## src/include/timedFlag_defs.svh

```systemverilog
`ifndef TIMED_FLAG_DEFS_SVH
`define TIMED_FLAG_DEFS_SVH

// Data bus and table word width.
`define TF_DATA_W 32

// Table address width, 256 entries.
`define TF_ADDR_W 8

// Amount and delay counter width.
`define TF_CNT_W 32

`endif

```

## src/source/timedFlagPkg.sv

```systemverilog
package timedFlagPkg;

`include "timedFlag_defs.svh"

   // One data or table word.
   typedef logic [`TF_DATA_W-1:0] word_t;

   // One table address.
   typedef logic [`TF_ADDR_W-1:0] addr_t;

   // Byte write strobes, one bit per byte.
   typedef logic [`TF_DATA_W/8-1:0] strb_t;

   // Amount and delay values.
   typedef logic [`TF_CNT_W-1:0] count_t;

endpackage

```

## src/source/timedFlag.sv

```systemverilog
`timescale 1ns/1ps

module timedFlag
   import timedFlagPkg::*;
(
   input  logic   clk,
   input  logic   rst,

   input  logic   run,
   input  logic   running,
   input  logic   disabled,
   input  count_t amount,
   input  count_t delay0,

   input  word_t  in0,
   input  word_t  currentValue,

   output logic   advance,
   output word_t  out0,
   output logic   done
);

   count_t delay;
   count_t remaining;
   logic   match;
   logic   delayDone;
   logic   pending;

   assign match     = (in0 == currentValue);
   assign delayDone = (delay == '0);
   assign pending   = (remaining != '0);

   // The one place where a match is counted.
   assign advance = delayDone & pending & running & match;

   always_ff @(posedge clk or posedge rst) begin
      if (rst) begin
         delay     <= '0;
         remaining <= '0;
      end else if (run && !disabled) begin
         delay     <= delay0;              // Arm with fresh values.
         remaining <= amount;
      end else if (!delayDone) begin
         delay     <= delay - 1'b1;
      end else if (advance) begin
         remaining <= remaining - 1'b1;
      end
   end

   // Flag does not depend on running or the count.
   assign out0 = (delayDone && !disabled && match) ? '1 : '0;

   assign done = ~pending;

endmodule

```

## config.mk

```make
export PLATFORM = sky130hd
export DESIGN_NAME = timedFlag
export DESIGN_NICKNAME = d
export VERILOG_FILES = /design/src/source/timedFlagPkg.sv /design/src/source/timedFlag.sv
export VERILOG_INCLUDE_DIRS = /design/src /design/src/include
export SDC_FILE = /design/constraint.sdc
export NUM_CORES = 1
export LEC_CHECK = 0
export ABC_CLOCK_PERIOD_IN_PS = 6450
export CORE_AREA = 2 2 130 132
export DETAILED_ROUTE_END_ITERATION = 8
export DIE_AREA = 0 0 132 134
export DONT_BUFFER_PORTS = 1
export HOLD_SLACK_MARGIN = 0.02
export PLACE_DENSITY = 0.38
export SLEW_MARGIN = 25
export SYNTH_ARGS = -nofsm -noshare
export SYNTH_HDL_FRONTEND = slang
export SYNTH_SLANG_ARGS = --single-unit
```

## constraint.sdc

```tcl
create_clock -name clk -period 6.45 [get_ports clk]
set_input_delay 0.645 -clock clk [delete_from_list [all_inputs] [get_ports clk]]
set_output_delay 0.645 -clock clk [all_outputs]
set_load 0.05 [all_outputs]
```

==> metrics.txt <==
final setup vio count 0; Slew Limit Fails 0; clock sinks 64; design area roughly 4700 µm²; post-route minimum period 4.71 ns; row count between 40 and 50; GRT met2 Usage 22.3%; routed vias/inst 4.86; post-detailed-route count of antenna-violating nets 0; routed len/inst 16.9 µm; distinct cell type count after synthesis between 40 and 50; DP Worst Slack just over 2 ns; Setup Fix Bufs, Post-CTS 0; routed vias ~3400; Leak 1.71 nW; syn nets around 640; Max Cap Viol 0; area grow syn2layout 9.30%; CP endpoint kind output port; R2R depth 7; combinational family with the most area after synthesis simple AND/OR/NAND/NOR gates; Core ar. 16300 µm²; Fin. Hold Viols 0; status finished, final reports clean; hold crit path type primary input to async pin; FILL cells around 1800; final setup margin 1.74 ns; mux share of post-synthesis cell area 0.962%; R2R Setup Slk ~3.3 ns; IO buf count 0; setup tns final 0 ns; upper clock frequency limit 212 MHz; Initial Utilization 26.4%; Die Area 17700 µm²; placed cells 681; GR Util met1 ~17%; Tcrit/Tclk final roughly three quarters; Synth Instances 502; grt total ovfl 0; commonest non-fill, non-tap cell in the layout nand2_1; adder-cell share of the synthesized area 0.583%; Mapped Area 4290 µm²; CP Max Fanout 28; PwrDens between 200 and 300 nW/µm²; Clk Latency, worst-skew pair ~0.33 ns; Syn. warnings 0; die width 132 µm; Routability Congestion 0.736; clk slew on worst S/H paths 0.05 ns; Tot GR Track Use 13.5%; clock buffer depth 2; post-synthesis sequential area ratio 37.3%; drt first pass iters 4; clock root cell clkbuf_16; CTS Buf Count 9; grt peak-use layer met2; WL final 11800 µm; FF+latch count, synth 64; htree depth 3; non-filler cells, final around 700; Area after DPL 4400 µm²; DPL Wire Length roughly 8700 µm; Worst Skew 0.00690 ns; initial antenna violation count 0; WS Path Type flip-flop to output port; area occupied by multi-input gates roughly 2400 µm²; Die H 134 µm; Residual DRC 0; Rel. slew slack 35.5%; fraction of layout cells with a size suffix above 1 7.77%; Synth Area in Simple Gates 28.5%; Mean Syn Cell Area 8.55 µm²; Data required, critical path 5.80 ns; routing usage on met3 4.01%; # IOs 167; flip-flop and latch area 1600 µm²; unrepaired setup endpoints after global routing false; most frequent cells in the layout 70 x nand2_1, 64 x dfrtp_1, 53 x xor2_1, 44 x o21ai_0; CTS tree done; Worst EP arrival 4.07 ns; largest net degree at the start of global routing 65; CP Launch Type flip-flop; Post-Synth XOR/XNOR Area about 16%; first-pass GRT wire length about 19000 µm; Worst-Margin Slew 0.962 ns; Max rail drop VDD 0.137 mV; complex-gate fraction of the synthesized area 9.33%; Resize count post-CTS 0; number of global-route vias before repair 3485; Final Net Count 608; CTS Hold Buffers Added 0; Initial DRC Count 181
cell families (layout without fill, tap and decap cells):
kind of cell,after synthesis,count (layout)
buffers and inverters,56,30
DFF,64,64
xor gates and xnor gates,77,77
AOI/OAI and AO/OA,71,71
other,0,1
and+or+nand+nor,228,228
muxes,4,4
adders and majority gates,2,2
Yosys cell counts:
library cell,count,area (µm²)
nand2b_1,6,37.5
mux2_2,1,11.3
nand4_1,8,50.1
o211ai_1,4,30.0
nor4_4,1,21.3
and3_1,5,31.3
nor2b_1,2,12.5
or2_2,2,12.5
and2_1,2,12.5
nor3b_1,3,22.5
clkbuf_1,18,67.6
nand2_1,70,263
nor4_1,16,100
a21oi_1,8,40.0
or4_4,3,33.8
nor3_1,28,140
dfrtp_1,64,1600
nor2_1,28,105
inv_1,7,26.3
xor2_1,53,464
nand3b_1,2,15.0
nor4b_1,3,26.3
mux2i_1,3,30.0
nand4b_1,3,26.3
and2_0,1,6.26
nor3_2,2,20.0
o311a_1,1,10.0
or3_1,10,62.6
or2b_1,1,7.51
nand4_4,1,21.3
a211o_1,2,17.5
or4bb_1,1,11.3
ha_1,2,25.0
a31oi_1,6,37.5
buf_4,31,233
o31ai_1,6,45.0
nand3_1,19,95.1
o21ai_0,44,220
xnor2_1,24,210
nor4_2,1,12.5
and4b_1,1,10.0
or4_1,9,67.6
worst paths after layout:
kind | endpoint | from
worst max-delay path | out0[0] | delay[5]
worst min-delay path | remaining[3] | rst
worst max register to register | remaining[28] | delay[5]
worst min register to register | delay[22] | delay[22]
max in group asynchronous | delay[10] | rst
min in group clk | remaining[21] | amount[21]
flip-flops by register name (all words and copies together) (netlist names):
| name | count |
|---|---|
| delay | 32 |
| remaining | 32 |
critical path, stage by stage (launching register included):
cell	delay [ns]
dfrtp_1	0.40
or4_4	0.56
nor4_4	0.37
nand4_4	0.26
or3_1	0.49
nor2_4	0.12
buf_12	1.10
buf_16	0.36
where the power goes:
group	leakage, nW	internal [mW]	switching [mW]
clock network	0.135	0.288	0.175
logic	0.806	0.106	0.114
registers	0.767	0.469	0.0756
total	1.71	0.863	0.365
area by class of cell:
cell class / instances / share of cell area (%)
multi-input combinational: 382 / 51.1
timing repair buffer: 9 / 2.40
antenna: 1 / 0.0533
clock buffer: 14 / 5.84
tap: 220 / 5.87
inverter: 7 / 0.560
sequential: 64 / 34.1
through the flow:
stage	util [%]	total power, mW	hold slack (ns)
after global placement	27.0	0.769	0.527
after CTS	28.7	1.24	0.421
final	28.8	1.23	0.427
after floorplan	-	0.713	0.508
after detailed placement	27.0	0.773	0.549
after global routing	28.8	1.31	0.421
per-layer routing:
metal,vias up,routed length [µm]
li1,1666,-
met2,74,5620
met5,-,0
met1,1628,5290
met4,0,161
met3,17,720
(Power assumes the default switching activity.)
