## src/include/timedFlag_defs.svh

```systemverilog
`ifndef TIMED_FLAG_DEFS_SVH
`define TIMED_FLAG_DEFS_SVH

// Data bus and table word width.
`define TF_DATA_W 32

// Table address width, 256 entries.
`define TF_ADDR_W 8

// Amount and delay counter width.
`define TF_CNT_W 32

`endif

```

## src/source/timedFlagPkg.sv

```systemverilog
package timedFlagPkg;

`include "timedFlag_defs.svh"

   // One data or table word.
   typedef logic [`TF_DATA_W-1:0] word_t;

   // One table address.
   typedef logic [`TF_ADDR_W-1:0] addr_t;

   // Byte write strobes, one bit per byte.
   typedef logic [`TF_DATA_W/8-1:0] strb_t;

   // Amount and delay values.
   typedef logic [`TF_CNT_W-1:0] count_t;

endpackage

```

## src/source/memPortIf.sv

```systemverilog
`timescale 1ns/1ps

interface memPortIf
   import timedFlagPkg::*;
();

   addr_t addr;
   word_t wdata;
   word_t rdata;      // Registered read data.
   logic  enable;
   logic  write;      // Only meaningful with enable.

   modport requester (
      output addr,
      output wdata,
      output enable,
      output write,
      input  rdata
   );

   modport memory (
      input  addr,
      input  wdata,
      input  enable,
      input  write,
      output rdata
   );

endinterface

```

## src/source/busWritePort.sv

```systemverilog
`timescale 1ns/1ps

module busWritePort
   import timedFlagPkg::*;
(
   input  logic        clk,
   input  logic        rst,

   input  logic        valid,
   input  strb_t       wstrb,
   input  addr_t       addr,
   input  word_t       wdata,
   output logic        ready,
   output word_t       rdata,

   memPortIf.requester mem,
   output strb_t       strb
);

   logic isWrite;
   logic readPending;

   // Zero strobes mean a read.
   assign isWrite = |wstrb;

   // Every strobe becomes exactly one memory access.
   assign mem.addr   = addr;
   assign mem.wdata  = wdata;
   assign mem.enable = valid;
   assign mem.write  = valid & isWrite;
   assign strb       = wstrb;

   always_ff @(posedge clk or posedge rst) begin
      if (rst) begin
         ready       <= 1'b0;
         readPending <= 1'b0;
      end else begin
         ready       <= valid;              // One cycle after valid.
         readPending <= valid & ~isWrite;
      end
   end

   // Memory word lines up with ready.
   assign rdata = readPending ? mem.rdata : '0;

endmodule

```

## src/flat_wrapper.sv

```systemverilog
// flat-port wrapper written by rule: the top's interface ports become plain ports
module busWritePort_flat import timedFlagPkg::*;
  (clk, rst, valid, wstrb, addr, wdata, ready, rdata, strb, mem_addr, mem_wdata, mem_enable, mem_write, mem_rdata);
  memPortIf mem_i ();
  input  logic clk;
  input  logic rst;
  input  logic valid;
  input  strb_t wstrb;
  input  addr_t addr;
  input  word_t wdata;
  output logic ready;
  output word_t rdata;
  output strb_t strb;
  output wire logic [$bits(mem_i.addr)-1:0] mem_addr;
  output wire logic [$bits(mem_i.wdata)-1:0] mem_wdata;
  output wire logic [$bits(mem_i.enable)-1:0] mem_enable;
  output wire logic [$bits(mem_i.write)-1:0] mem_write;
  input wire logic [$bits(mem_i.rdata)-1:0] mem_rdata;
  assign mem_addr = mem_i.addr;
  assign mem_wdata = mem_i.wdata;
  assign mem_enable = mem_i.enable;
  assign mem_write = mem_i.write;
  assign mem_i.rdata = mem_rdata;
  busWritePort u_core (.clk(clk), .rst(rst), .valid(valid), .wstrb(wstrb), .addr(addr), .wdata(wdata), .ready(ready), .rdata(rdata), .mem(mem_i), .strb(strb));
endmodule
```

## config.mk

```make
export PLATFORM = sky130hd
export DESIGN_NAME = busWritePort_flat
export DESIGN_NICKNAME = d
export VERILOG_FILES = /design/src/source/timedFlagPkg.sv /design/src/source/memPortIf.sv /design/src/source/busWritePort.sv /design/src/flat_wrapper.sv
export VERILOG_INCLUDE_DIRS = /design/src /design/src/include
export SDC_FILE = /design/constraint.sdc
export NUM_CORES = 1
export LEC_CHECK = 0
export BUFFER_PORTS_ARGS = -buffer_cell sky130_fd_sc_hd__buf_2
export CAP_MARGIN = 20
export CORE_AREA = 2 2 61 63
export DETAILED_ROUTE_END_ITERATION = 7
export DIE_AREA = 0 0 63 65
export HOLD_SLACK_MARGIN = 0.02
export MAX_ROUTING_LAYER = met4
export PLACE_DENSITY = 0.75
export SLEW_MARGIN = 10
export SYNTH_ARGS = -nofsm -noshare
export SYNTH_HDL_FRONTEND = slang
export SYNTH_SLANG_ARGS = --single-unit
```

## constraint.sdc

```tcl
create_clock -name clk -period 2.03 [get_ports clk]
set_input_delay 0.1015 -clock clk [delete_from_list [all_inputs] [get_ports clk]]
set_output_delay 0.1015 -clock clk [all_outputs]
set_load 0.01 [all_outputs]
```

==> results.tsv <==
metric	value	unit
critPathTopFamily	flip-flops	
drt-initial-drc-count	5	
power.density	253	nW/um^2
finalNetCount	200	
antennaDiodeCount	0	
totalNegativeSetupSlack	0	ps
core	3500	um^2
syn_to_final_growth	19.8	%
antenna_found_initial	0	
detailed_place_hpwl	1470	um
startpoint	u_core.readPending$_DFF_PP0_	
cp-end-kind	output port	
critPathBufInv	1	
whs_path_depth	1	
worst_slew_pin_slew	594	ps
critical_path.max_fanout	32	
grt_pass1_vias	525	
dieArea	4100	um^2
port_buffers	77	
ys_seq_elements	2	
synth_largest_area_cell	buf_4	
max_freq	719	MHz
cpPeakStageDelay	710	ps
synthTopCellsByArea	buf_4 (53%), and2_1 (33%), dfrtp_1 (7.9%), clkbuf_2 (2.4%), nor4_2 (2.0%)	
num_vias	611	
yosysTopAreaCellShare	53.5	%
static-leakage-power	0.506	nW
cp-endpoint	rdata[27]	
slew_violations	0	
timing.final.crit_share	68.5	%
crit_arrival	1290	ps
layout_commonest_cell	buf_2	
grt_setup_unrepaired	no	
syn_nets	165	
min_period	1390	ps
die_h	65	um
yosysWarnings	0	
netlist_area	632	um^2
syn_inst	86	
cts_setup_buffers	0	
ant_nets	0	
path_clk_slew	30	ps
worstPathRequired	1930	ps
layout_common_cells	buf_2 (77), and2_1 (33), clkbuf_4 (3)	
cts_max_level	1	
cts_tree	yes	
wl_per_cell	10.2	um
cts-root-buf	clkbuf_4	
ys_types	7	
grt_first_pass_wirelength	2400	um
cts_sinks	2	
critical_path_class	flop to output port	
seq_area_frac_synth	7.92	%
crit_slowest_cell	dfrtp_1	
drive_above_1_share	68.1	%
grtUsageTotal	7.75	%
num_rows	22	
setup_viol	0	
clockBufferDepth	2	
routed_wl	1700	um
grt_max_degree	33	
finalWeightedCongestion	0.633	
routed_via_density	3.66	
fp.dieW	63	um
min_path_type	input pin to flop	
relSlewSlack	60.4	%
crit_chain	and2_1 > buf_2	
ioPinCount	158	
cp.depth	2	
start_util	18.1	%
firstDrtPassIters	2	
whs	21.8	ps
syn_area_per_cell	7.35	um^2
peakVddDrop	0.0811	mV
status	finished, final reports clean	
fill_cells	410	
grt_overflow	0	
maxCapViolations	0	
hold_viol	0	
drcViolationCount	0	
start_kind	flop	
numCtsBuffers	3	
[per-stage QoR]
stage | instance area, um^2 | power (mW) | std cells | util (%) | worst slack [ps]
2_1_floorplan | 632 | 0.147 | 86 | - | 1240
3_5_place_dp | 724 | 0.108 | 163 | 20.7 | 822
6_report | 757 | 0.192 | 167 | 21.7 | 640
3_3_place_gp | 724 | 0.107 | 163 | 20.7 | 850
5_1_grt | 757 | 0.210 | 167 | 21.7 | 448
4_1_cts | 757 | 0.198 | 167 | 21.7 | 583
[worst min path at each step]
stage / startpoint / end / slack [ps]
after detailed placement: rst / u_core.ready$_DFF_PP0_ / -50
after CTS: valid / u_core.ready$_DFF_PP0_ / 20
after global placement: rst / u_core.ready$_DFF_PP0_ / -50
after global routing: valid / u_core.ready$_DFF_PP0_ / 20
final: valid / u_core.ready$_DFF_PP0_ / 20
after floorplan: rst / u_core.readPending$_DFF_PP0_ / -160
[cell type report]
class | instances | area, um^2 | share of cell area [%]
Tap cell | 48 | 60.1 | 7.93
Multi-Input combinational cell | 35 | 225 | 29.8
Sequential cell | 2 | 50.0 | 6.61
Timing Repair Buffer | 78 | 395 | 52.2
Inverter | 1 | 3.75 | 0.496
Clock buffer | 3 | 22.5 | 2.98
[cells by family (layout without fill, tap and decap cells)]
group                  after synthesis  count (layout)  share of synthesized area [%]
buffers and inverters               49              82                           56.4
AND/OR/NAND/NOR                     35              35                           35.6
flip-flops                           2               2                           7.92
[metal layers]
layer  wire (um)  share of wire (%)  track usage, %
met3         383                 23            5.21
met4          87                5.1            6.94
met1         459                 27            5.43
met5           0                  0               -
met2         772                 45            13.0
[report_power, final]
group / switching (mW) / total, mW / internal (mW)
clock: 0.0198 / 0.0848 / 0.0650
sequential: 0.00191 / 0.0434 / 0.0415
combinational: 0.0242 / 0.0636 / 0.0394
total: 0.0460 / 0.192 / 0.146
[flip-flops by register name, indices dropped and copies added (netlist names)]
register,count
u_core.ready,1
u_core.readPending,1
[cell usage after synthesis, drive strengths merged]
library cell,number
dfrtp,2
inv,1
buf,45
nor4,1
clkbuf,3
nor2b,1
and2,33
[repair_timing]
item,CTS,global route
resized for setup,0,0
hold buffers,1,0
endpoints found under the hold margin,2,0
Note: power is estimated with default switching activity, not from simulation.
