$ cat src/include/timedFlag_defs.svh
`ifndef TIMED_FLAG_DEFS_SVH
`define TIMED_FLAG_DEFS_SVH

// Data bus and table word width.
`define TF_DATA_W 32

// Table address width, 256 entries.
`define TF_ADDR_W 8

// Amount and delay counter width.
`define TF_CNT_W 32

`endif

$ cat src/source/timedFlagPkg.sv
package timedFlagPkg;

`include "timedFlag_defs.svh"

   // One data or table word.
   typedef logic [`TF_DATA_W-1:0] word_t;

   // One table address.
   typedef logic [`TF_ADDR_W-1:0] addr_t;

   // Byte write strobes, one bit per byte.
   typedef logic [`TF_DATA_W/8-1:0] strb_t;

   // Amount and delay values.
   typedef logic [`TF_CNT_W-1:0] count_t;

endpackage

$ cat src/source/memPortIf.sv
`timescale 1ns/1ps

interface memPortIf
   import timedFlagPkg::*;
();

   addr_t addr;
   word_t wdata;
   word_t rdata;      // Registered read data.
   logic  enable;
   logic  write;      // Only meaningful with enable.

   modport requester (
      output addr,
      output wdata,
      output enable,
      output write,
      input  rdata
   );

   modport memory (
      input  addr,
      input  wdata,
      input  enable,
      input  write,
      output rdata
   );

endinterface

$ cat src/source/memoryScanner.sv
`timescale 1ns/1ps

module memoryScanner
   import timedFlagPkg::*;
(
   input  logic        clk,
   input  logic        rst,

   input  logic        restart,
   input  logic        advance,

   memPortIf.requester mem,
   output word_t       currentValue
);

   addr_t index;
   addr_t nextIndex;

   // Restart wins over advance.
   always_comb begin
      if (restart) begin
         nextIndex = '0;
      end else if (advance) begin
         nextIndex = index + 1'b1;
      end else begin
         nextIndex = index;
      end
   end

   always_ff @(posedge clk or posedge rst) begin
      if (rst) begin
         index <= '0;
      end else begin
         index <= nextIndex;
      end
   end

   // Fetching the next index keeps the read data on the current entry.
   assign mem.addr     = nextIndex;
   assign mem.enable   = 1'b1;
   assign mem.write    = 1'b0;
   assign mem.wdata    = '0;

   assign currentValue = mem.rdata;

endmodule

$ cat src/flat_wrapper.sv
// flat-port wrapper written by rule: the top's interface ports become plain ports
module memoryScanner_flat import timedFlagPkg::*;
  (clk, rst, restart, advance, currentValue, mem_addr, mem_wdata, mem_enable, mem_write, mem_rdata);
  memPortIf mem_i ();
  input  logic clk;
  input  logic rst;
  input  logic restart;
  input  logic advance;
  output word_t currentValue;
  output wire logic [$bits(mem_i.addr)-1:0] mem_addr;
  output wire logic [$bits(mem_i.wdata)-1:0] mem_wdata;
  output wire logic [$bits(mem_i.enable)-1:0] mem_enable;
  output wire logic [$bits(mem_i.write)-1:0] mem_write;
  input wire logic [$bits(mem_i.rdata)-1:0] mem_rdata;
  assign mem_addr = mem_i.addr;
  assign mem_wdata = mem_i.wdata;
  assign mem_enable = mem_i.enable;
  assign mem_write = mem_i.write;
  assign mem_i.rdata = mem_rdata;
  memoryScanner u_core (.clk(clk), .rst(rst), .restart(restart), .advance(advance), .mem(mem_i), .currentValue(currentValue));
endmodule
$ cat config.mk
export PLATFORM = sky130hd
export DESIGN_NAME = memoryScanner_flat
export DESIGN_NICKNAME = d
export VERILOG_FILES = /design/src/source/timedFlagPkg.sv /design/src/source/memPortIf.sv /design/src/source/memoryScanner.sv /design/src/flat_wrapper.sv
export VERILOG_INCLUDE_DIRS = /design/src /design/src/include
export SDC_FILE = /design/constraint.sdc
export NUM_CORES = 1
export LEC_CHECK = 0
export BUFFER_PORTS_ARGS = -buffer_cell sky130_fd_sc_hd__buf_4
export CAP_MARGIN = 5
export CORE_ASPECT_RATIO = 0.7
export CORE_MARGIN = 4
export CORE_UTILIZATION = 32
export CTS_CLUSTER_DIAMETER = 100
export DETAILED_ROUTE_END_ITERATION = 16
export PLACE_DENSITY = 0.9
export SYNTH_ARGS = -nofsm -noshare
export SYNTH_HDL_FRONTEND = slang
export SYNTH_SLANG_ARGS = --single-unit
$ cat constraint.sdc
create_clock -name clk -period 1.37 [get_ports clk]
set_input_delay 0.137 -clock clk [delete_from_list [all_inputs] [get_ports clk]]
set_output_delay 0.137 -clock clk [all_outputs]
set_load 0.01 [all_outputs]
==> results of run 1 <==
[what timing repair did]
item	CTS	global route
buffers inserted	3	3
hold buffers	1	0
hold endpoints to repair	8	0
pin swaps	2	4
endpoints found under the setup margin	7	8
gates resized for setup	4	1
[critical path, stage by stage, from the launching register on]
cell     delay (ns)
dfrtp_1        0.36
ha_2           0.18
nand2_1        0.06
or3_1          0.32
a21oi_2        0.17
buf_4          0.14
[stage by stage]
step	instance area [um2]	util	std cells
6_report	770.7	0.3020	129
5_1_grt	770.7	0.3020	129
4_1_cts	745.7	0.2922	126
3_5_place_dp	656.9	0.2574	119
3_3_place_gp	656.9	0.2574	119
2_1_floorplan	1006	-	138
[kinds of logic (layout without fill, tap and decap cells)]
family | Yosys count | after routing | synth area share
adder cells (fa/ha/maj) | 1 | 1 | 0.01412
other | 2 | 34 | 0.008478
XOR/XNOR | 4 | 4 | 0.03956
AND/OR/NAND/NOR | 15 | 15 | 0.09322
multiplexers | 1 | 1 | 0.01130
buffers and inverters | 69 | 26 | 0.5734
flip-flops | 8 | 8 | 0.2260
AO/OA/AOI/OAI | 6 | 6 | 0.03389
[per-layer routing]
| layer | vias up | wire, um |
|---|---|---|
| met5 | - | 0 |
| met4 | 0 | 20 |
| met3 | 6 | 185 |
| met2 | 29 | 666 |
| met1 | 209 | 447 |
| li1 | 213 | - |
[cell type report]
cell class	count	area (um2)
sequential	8	200.2
fill	289	1782
tap	34	42.54
timing repair buffer	22	171.4
multi-input combinational	61	311.5
clock buffer	3	41.29
inverter	1	3.754
[power by group through the flow]
stage                     Combinational, W  Clock, W  Sequential, W
after floorplan                   0.000237         0       0.000254
after global placement           0.0000945         0       0.000253
after detailed placement         0.0000953         0       0.000255
after CTS                         0.000114  0.000289       0.000248
after global routing              0.000133  0.000306       0.000249
final                             0.000119  0.000280       0.000248
[path summary, 6_finish.rpt]
| kind | end | cells past startpoint | slack (ns) |
|---|---|---|---|
| worst max-delay path | mem_addr[6] | 5 | -0.23 |
| worst min-delay path | u_core.index[7] | 2 | 0.14 |
| worst max register to register | u_core.index[6] | 5 | 0.10 |
| worst min register to register | u_core.index[7] | 2 | 0.56 |
| max in group asynchronous | u_core.index[7] | 3 | 0.70 |
| min in group asynchronous | u_core.index[1] | 3 | 0.43 |
[layout by cell type, fill, tap and decap left out]
cell           Yosys  layout
nor2_1             5       5
nand4_1            3       3
xor2_1             3       3
buf_6              0       1
mux2i_1            1       1
conb_1             2      34
xnor2_1            1       1
nand3_1            2       2
buf_4             66      20
nand4_2            1       1
clkbuf_8           0       3
o21ai_0            3       3
dfrtp_1            8       8
nand2_1            1       1
ha_2               0       1
a21oi_2            0       3
inv_1              1       1
or3_1              3       3
dlygate4sd3_1      0       1
==> reports/qor.txt, run 1 <==
Global Route met2 Usage - 0.1031
Antenna diodes - 0
Vias per inst - 3.543
IO Pins - 110
Tmin final - 1.595 ns
Yosys warns - 0
Worst Path Required - 1.23 ns
Hold Slack - 0.1409 ns
Biggest area consumer among synthesized cells - buf_4
Core Area - 0.002552 mm2
Post-Syn Instances - 106
TritonRoute pass-1 iters - 2
Area share of the largest cell type after synthesis - 0.5593
Share of post-route cells with drive strength above 1 - 0.3053
Top cells by count, synth - buf_4 (66), dfrtp_1 (8), nor2_1 (5)
Grt met1 use - 0.07159
CTS tree - built
Avg WL per Cell - 10.23 um
NetSw - 0.0001725 W
Clock share of power - 0.433
Root buf cell - clkbuf_8
Total track usage - 0.06951
Leakage - 0.4142 nW
Post-synth EDFFs - 0
Failing checks - negative setup slack
Syn_area_per_cell - 8.357 um2
Synth area leaders - buf_4 (56%), dfrtp_1 (23%), xor2_1 (3.0%)
Clock Latency Late Sink - 0.23 ns
First DRT Iteration DRCs - 2
Largest register FFs - 8
GPL Wtd Cong - 0.7568
CP Max Fanout - 3
Final TNS setup - -1.008 ns
HP Start - restart
Most common cell in the netlist - buf_4
Sw Ratio - 0.2665
Pwr per Cell Area - 839.7 mW/mm2
Fmax - 0.6268 GHz
Final nets - 134
Initial Utilization - 0.3471
Area grow syn2layout - -12.99%
Arr. time, crit path - 1.46 ns
Worst r2r src - u_core.index[0]
M3 GR Usage - 0.05019
CP Capture Type - output port
Fin. max-slew vios - 0
Worst-case clock buffer depth - 2
CP startpoint kind - register
Reg clk slew, reported paths - 0.04 ns
Largest reg by FF count - u_core.index
Chip width - 70.89 um
Synth unique cells - 18
# setup viols final - 8
Via Count - 457
Period utilisation layout - 1.165
Max-Cap Viols - 0
Largest registers - u_core.index: 8 flops
Status - finished, violations left
Port Buffers - 11
Final HPWL DP - 1047 um
Seq pwr share - 0.383
Maximum vdd drop - 0.0005165 V
Crit path from - u_core.index[0]
Clk sinks - 8
DRC - 0
RSZ-0062 raised after global routing - true
FFs w/ async S/R, synth - 1.000
Pwr Total - 0.0006472 W
Final hold violation count - 0
Largest net degree at the start of global routing - 9
Prevailing post-synth register cell - dfrtp_1
Pre-CTS setup slack - -0.07356 ns
Synthesis-stage register bit count - 8
Total Wirelength - 1320 um
Final ANT Viol Nets - 0
GRT overflow - 0
Antenna violations before repair - 0
Global-route wire length before repair - 1932 um
Clock skew - 0.001416 ns
Die H - 52.02 um
CTS H-tree depth - 1
Vias in the first global route - 415
Setup ws final - -0.2254 ns
Critical path class - reg -> out
Gate power share - 0.184
Synthesized area - 885.9 um2
P_int - 0.0004747 W
Most used routing layer - met2
Seq/Total Area, Yosys - 0.2260
Die ar. - 0.003687 mm2
FP Rows - 15
Worst Hold Class - in -> reg
Num CTS Buffers - 3
No activity file was read; power rests on OpenSTA's default activity.
==> run 2, diff against run 1 <==
SETUP_SLACK_MARGIN = 0.15   (was unset)
==> run 2 against run 1 <==
Compared with the run above: die area stayed put; the flow still finishes with violations (negative setup slack); register-to-register slack got worse by 0.02 ns; utilization rose by 1.9 points; count of clock-buffer cells in the layout unchanged; largest power group unchanged.
==> reports/qor.txt, run 2 (synthesized netlist as in run 1, its figures left out) <==
Arr. time, crit path - 1.48 ns
Pwr Total - 0.0006561 W
First DRT Iteration DRCs - 4
Final HPWL DP - 1051 um
Root buf cell - clkbuf_8
Clock Latency Late Sink - 0.23 ns
GPL Wtd Cong - 0.7746
Total track usage - 0.07119
IO Pins - 110
TritonRoute pass-1 iters - 4
Fin. max-slew vios - 0
RSZ-0062 raised after global routing - true
Clock skew - 0.001311 ns
Worst-case clock buffer depth - 2
CTS H-tree depth - 1
Die H - 52.02 um
Worst path top cell family by delay - flip-flops
Largest net degree at the start of global routing - 9
Clk sinks - 8
Met2 wire length - 674 um
Pwr per Cell Area - 800.6 mW/mm2
Buf+Inv Stages, Crit Path - 1
Reg2reg end - u_core.index[6]
Critical path class - reg -> out
Worst r2r src - u_core.index[1]
CP Capture Type - output port
Placed Instances - 119
Pre-CTS setup slack - -0.006744 ns
Fmax - 0.6180 GHz
Failing checks - negative setup slack
Hold path cells - 2
Worst Path Required - 1.23 ns
Maximum vdd drop - 0.0004474 V
Antenna diodes - 0
Crit path from - u_core.index[1]
Global-route wire length before repair - 1966 um
Largest registers - u_core.index: 8 flops
Status - finished, violations left
Leakage - 0.4404 nW
Post-route non-filler standard cell count - 133
Crit path cell chain - ha_2, nand2_2, or3_1, a21oi_2, buf_4
Final core occ - 0.3211
Tmin final - 1.618 ns
Final nets - 138
Flop2flop setup slack - 0.08 ns
R2r worst-path depth - 5
Core Area - 0.002552 mm2
CP startpoint kind - register
Setup ws final - -0.2482 ns
Met3 wire length - 190 um
Levels on crit path - 5
CP max stage delay - 0.39 ns
Num CTS Buffers - 3
Via Count - 479
Max-Cap Viols - 0
Final ANT Viol Nets - 0
M1 WL - 511 um
# fillers - 288
Largest reg by FF count - u_core.index
Initial Utilization - 0.3471
Chip width - 70.89 um
FP Rows - 15
Leading cell type in the layout, fill and taps excluded - conb_1
Die ar. - 0.003687 mm2
Vias per inst - 3.602
Reg clk slew, reported paths - 0.04 ns
Commonest cells after routing, fill and taps aside - conb_1 (34), buf_4 (23), dfrtp_1 (8)
Antenna violations before repair - 0
Area grow syn2layout - -7.486%
GRT overflow - 0
CP Max Fanout - 4
End point of the critical path - mem_addr[6]
CTS tree - built
DRC - 0
Port Buffers - 11
# setup viols final - 7
Final TNS setup - -1.075 ns
Final hold violation count - 0
Largest register FFs - 8
Avg WL per Cell - 10.49 um
Total Wirelength - 1395 um
Share of post-route cells with drive strength above 1 - 0.3636
Max Used Layer - met4
CP max-delay cell - dfrtp_1
Worst Hold Class - in -> reg
Vias in the first global route - 437
Period utilisation layout - 1.181
==> run 2: routing by layer <==
layer	track usage	vias up
met2	0.09385	31
met4	0.03438	0
met1	0.08092	222
met3	0.05792	6
li1	-	220
met5	0	-
==> run 2: layout make-up <==
class,count,area (um2),area share
clock buffer,3,41.29,0.05038
inverter,1,3.754,0.004580
multi-input combinational,61,326.6,0.3985
sequential,8,200.2,0.2443
tap,34,42.54,0.05191
timing repair buffer,26,205.2,0.2504
==> run 2: report_power, final <==
part / internal, W / switching (W) / total (W) / leakage, nW
Clock: 0.000191 / 0.0000970 / 0.000288 / 0.0216
Sequential: 0.000243 / 0.00000672 / 0.000250 / 0.110
Combinational: 0.0000413 / 0.0000769 / 0.000118 / 0.309
Total: 0.000475 / 0.000181 / 0.000656 / 0.440
==> run 2: how the worst min path moves through the flow <==
stage | start | end | slack, ns
finish | restart | u_core.index[0] | 0.16
global placement | rst | u_core.index[4] | 0.11
floorplan | rst | u_core.index[0] | -0.05
detailed placement | rst | u_core.index[5] | 0.12
CTS | restart | u_core.index[6] | 0.15
global route | restart | u_core.index[0] | 0.18
==> run 2: repair_timing <==
action / CTS / global route
buffers inserted: 5 / 5
hold endpoints to repair: 8 / 0
gates resized for setup: 2 / 6
hold buffers: 1 / 0
pin swaps: 4 / 5
endpoints found under the setup margin: 8 / 13
gates cloned: 0 / 0
==> run 2: through the flow <==
stage	hold slack (ns)	area, um2
3_3_place_gp	0.1089	668.1
4_1_cts	0.1452	764.5
6_report	0.1630	819.5
3_5_place_dp	0.1200	668.1
2_1_floorplan	-0.04734	1017
5_1_grt	0.1791	819.5
==> run 3, diff against run 2 <==
SKIP_LAST_GASP = 1   (was unset)
clock period = 1.8 ns   (was 1.37 ns; I/O delays follow)
==> run 3 against run 2 <==
Compared with the run above: the run now ends clean; final cell count shrank 6.8%; largest power group unchanged; clock power shrank 27%; non-clock buffer count shrank 9; via count shrank 7.5%; largest cell class unchanged; critical path depth is the same; routed wire length shrank 0.86%; critical path type unchanged.
==> reports/qor.txt, run 3 (synthesized netlist as in run 1, its figures left out) <==
Die ar. - 0.003687 mm2
First DRT Iteration DRCs - 5
GPL Wtd Cong - 0.7392
Num CTS Buffers - 3
Arr. time, crit path - 1.48 ns
RSZ-0062 raised after global routing - true
# fillers - 294
CP max-delay cell - dfrtp_1
Worst Hold Class - in -> reg
Final nets - 129
Largest registers - u_core.index: 8 flops
CTS tree - built
Vias in the first global route - 430
FP Rows - 15
Port Buffers - 11
Clock skew - 0.002072 ns
GRT overflow - 0
Chip width - 70.89 um
Setup ws final - 0.1368 ns
Status - completed
Core Area - 0.002552 mm2
Largest register FFs - 8
Max-Cap Viols - 0
Tmin final - 1.663 ns
Final ANT Viol Nets - 0
Antenna diodes - 0
IO Pins - 110
Final TNS setup - 0 ns
Leakage - 0.3897 nW
Pre-CTS setup slack - 0.2775 ns
Leading cell type in the layout, fill and taps excluded - conb_1
Initial Utilization - 0.3471
Largest reg by FF count - u_core.index
Worst Path Required - 1.62 ns
Share of post-route cells with drive strength above 1 - 0.2889
CP Max Fanout - 3
Clk sinks - 8
Commonest cells after routing, fill and taps aside - conb_1 (34), buf_4 (16), dfrtp_1 (8)
Crit path cell chain - ha_2, nand2_2, or3_4, a21oi_2, buf_4
Total track usage - 0.07078
CP Capture Type - output port
Pwr Total - 0.0004842 W
Worst-case clock buffer depth - 2
Via Count - 443
Final HPWL DP - 1002 um
CP max stage delay - 0.37 ns
Critical path class - reg -> out
Avg WL per Cell - 11.15 um
Hold Slack - 0.1945 ns
CP startpoint kind - register
Clock Latency Late Sink - 0.22 ns
Area grow syn2layout - -16.81%
Antenna violations before repair - 0
Total Wirelength - 1383 um
Pwr per Cell Area - 657.1 mW/mm2
Final hold violation count - 0
Die H - 52.02 um
CTS H-tree depth - 1
# setup viols final - 0
Maximum vdd drop - 0.0005416 V
Fin. max-slew vios - 0
Vias per inst - 3.573
TritonRoute pass-1 iters - 2
Fmax - 0.6012 GHz
Period utilisation layout - 0.9240
Root buf cell - clkbuf_8
Global-route wire length before repair - 1973 um
Largest net degree at the start of global routing - 9
DRC - 0
Reg clk slew, reported paths - 0.04 ns
Buf+Inv Stages, Crit Path - 1
Worst path top cell family by delay - simple AND/OR/NAND/NOR gates
## run 3: worst paths after layout
| path | start | end | slack (ns) | cells past startpoint |
|---|---|---|---|---|
| max | u_core.index[1] | mem_addr[6] | 0.14 | 5 |
| min | restart | u_core.index[5] | 0.19 | 2 |
| max reg2reg | u_core.index[1] | u_core.index[6] | 0.60 | 4 |
| min reg2reg | u_core.index[7] | u_core.index[7] | 0.59 | 2 |
| max in group asynchronous | rst | u_core.index[4] | 1.10 | 3 |
| min in group asynchronous | rst | u_core.index[1] | 0.46 | 3 |
## run 3: area by class of cell
class / instances / area [um2] / share of cell area
inverter: 1 / 3.754 / 0.005093
sequential: 8 / 200.2 / 0.2716
timing repair buffer: 17 / 130.1 / 0.1766
multi-input combinational: 61 / 319.1 / 0.4329
clock buffer: 3 / 41.29 / 0.05603
tap: 34 / 42.54 / 0.05772
## run 3: layer usage
metal	routed length [um]	GRT usage
met5	0	0
met4	10	0.02188
met3	183	0.05792
met2	697	0.1092
met1	492	0.07283
## run 3: worst register-to-register path, stage by stage (launching register included)
cell	delay (ns)
dfrtp_1	0.37
ha_2	0.20
nand2_2	0.07
or3_4	0.33
a21oi_2	0.16
## run 3: power breakdown
part | internal [W] | switching, W | leakage [nW]
Clock | 0.000145 | 0.0000666 | 0.0216
Combinational | 0.0000251 | 0.0000587 | 0.258
Sequential | 0.000185 | 0.00000388 | 0.110
Total | 0.000355 | 0.000129 | 0.390
## run 3: metrics by stage
stage / instances / cell area (um2) / utilization
final: 124 / 737.0 / 0.2887
after global routing: 124 / 737.0 / 0.2887
after detailed placement: 115 / 626.9 / 0.2456
after CTS: 122 / 710.7 / 0.2784
after global placement: 115 / 626.9 / 0.2456
after floorplan: 138 / 1006 / -
## run 3: what timing repair did
item,in CTS,in global routing
resized for setup,3,3
endpoints found under the setup margin,2,3
pin swaps,1,5
buffers inserted,3,2
endpoints found under the hold margin,8,0
hold buffers,1,0
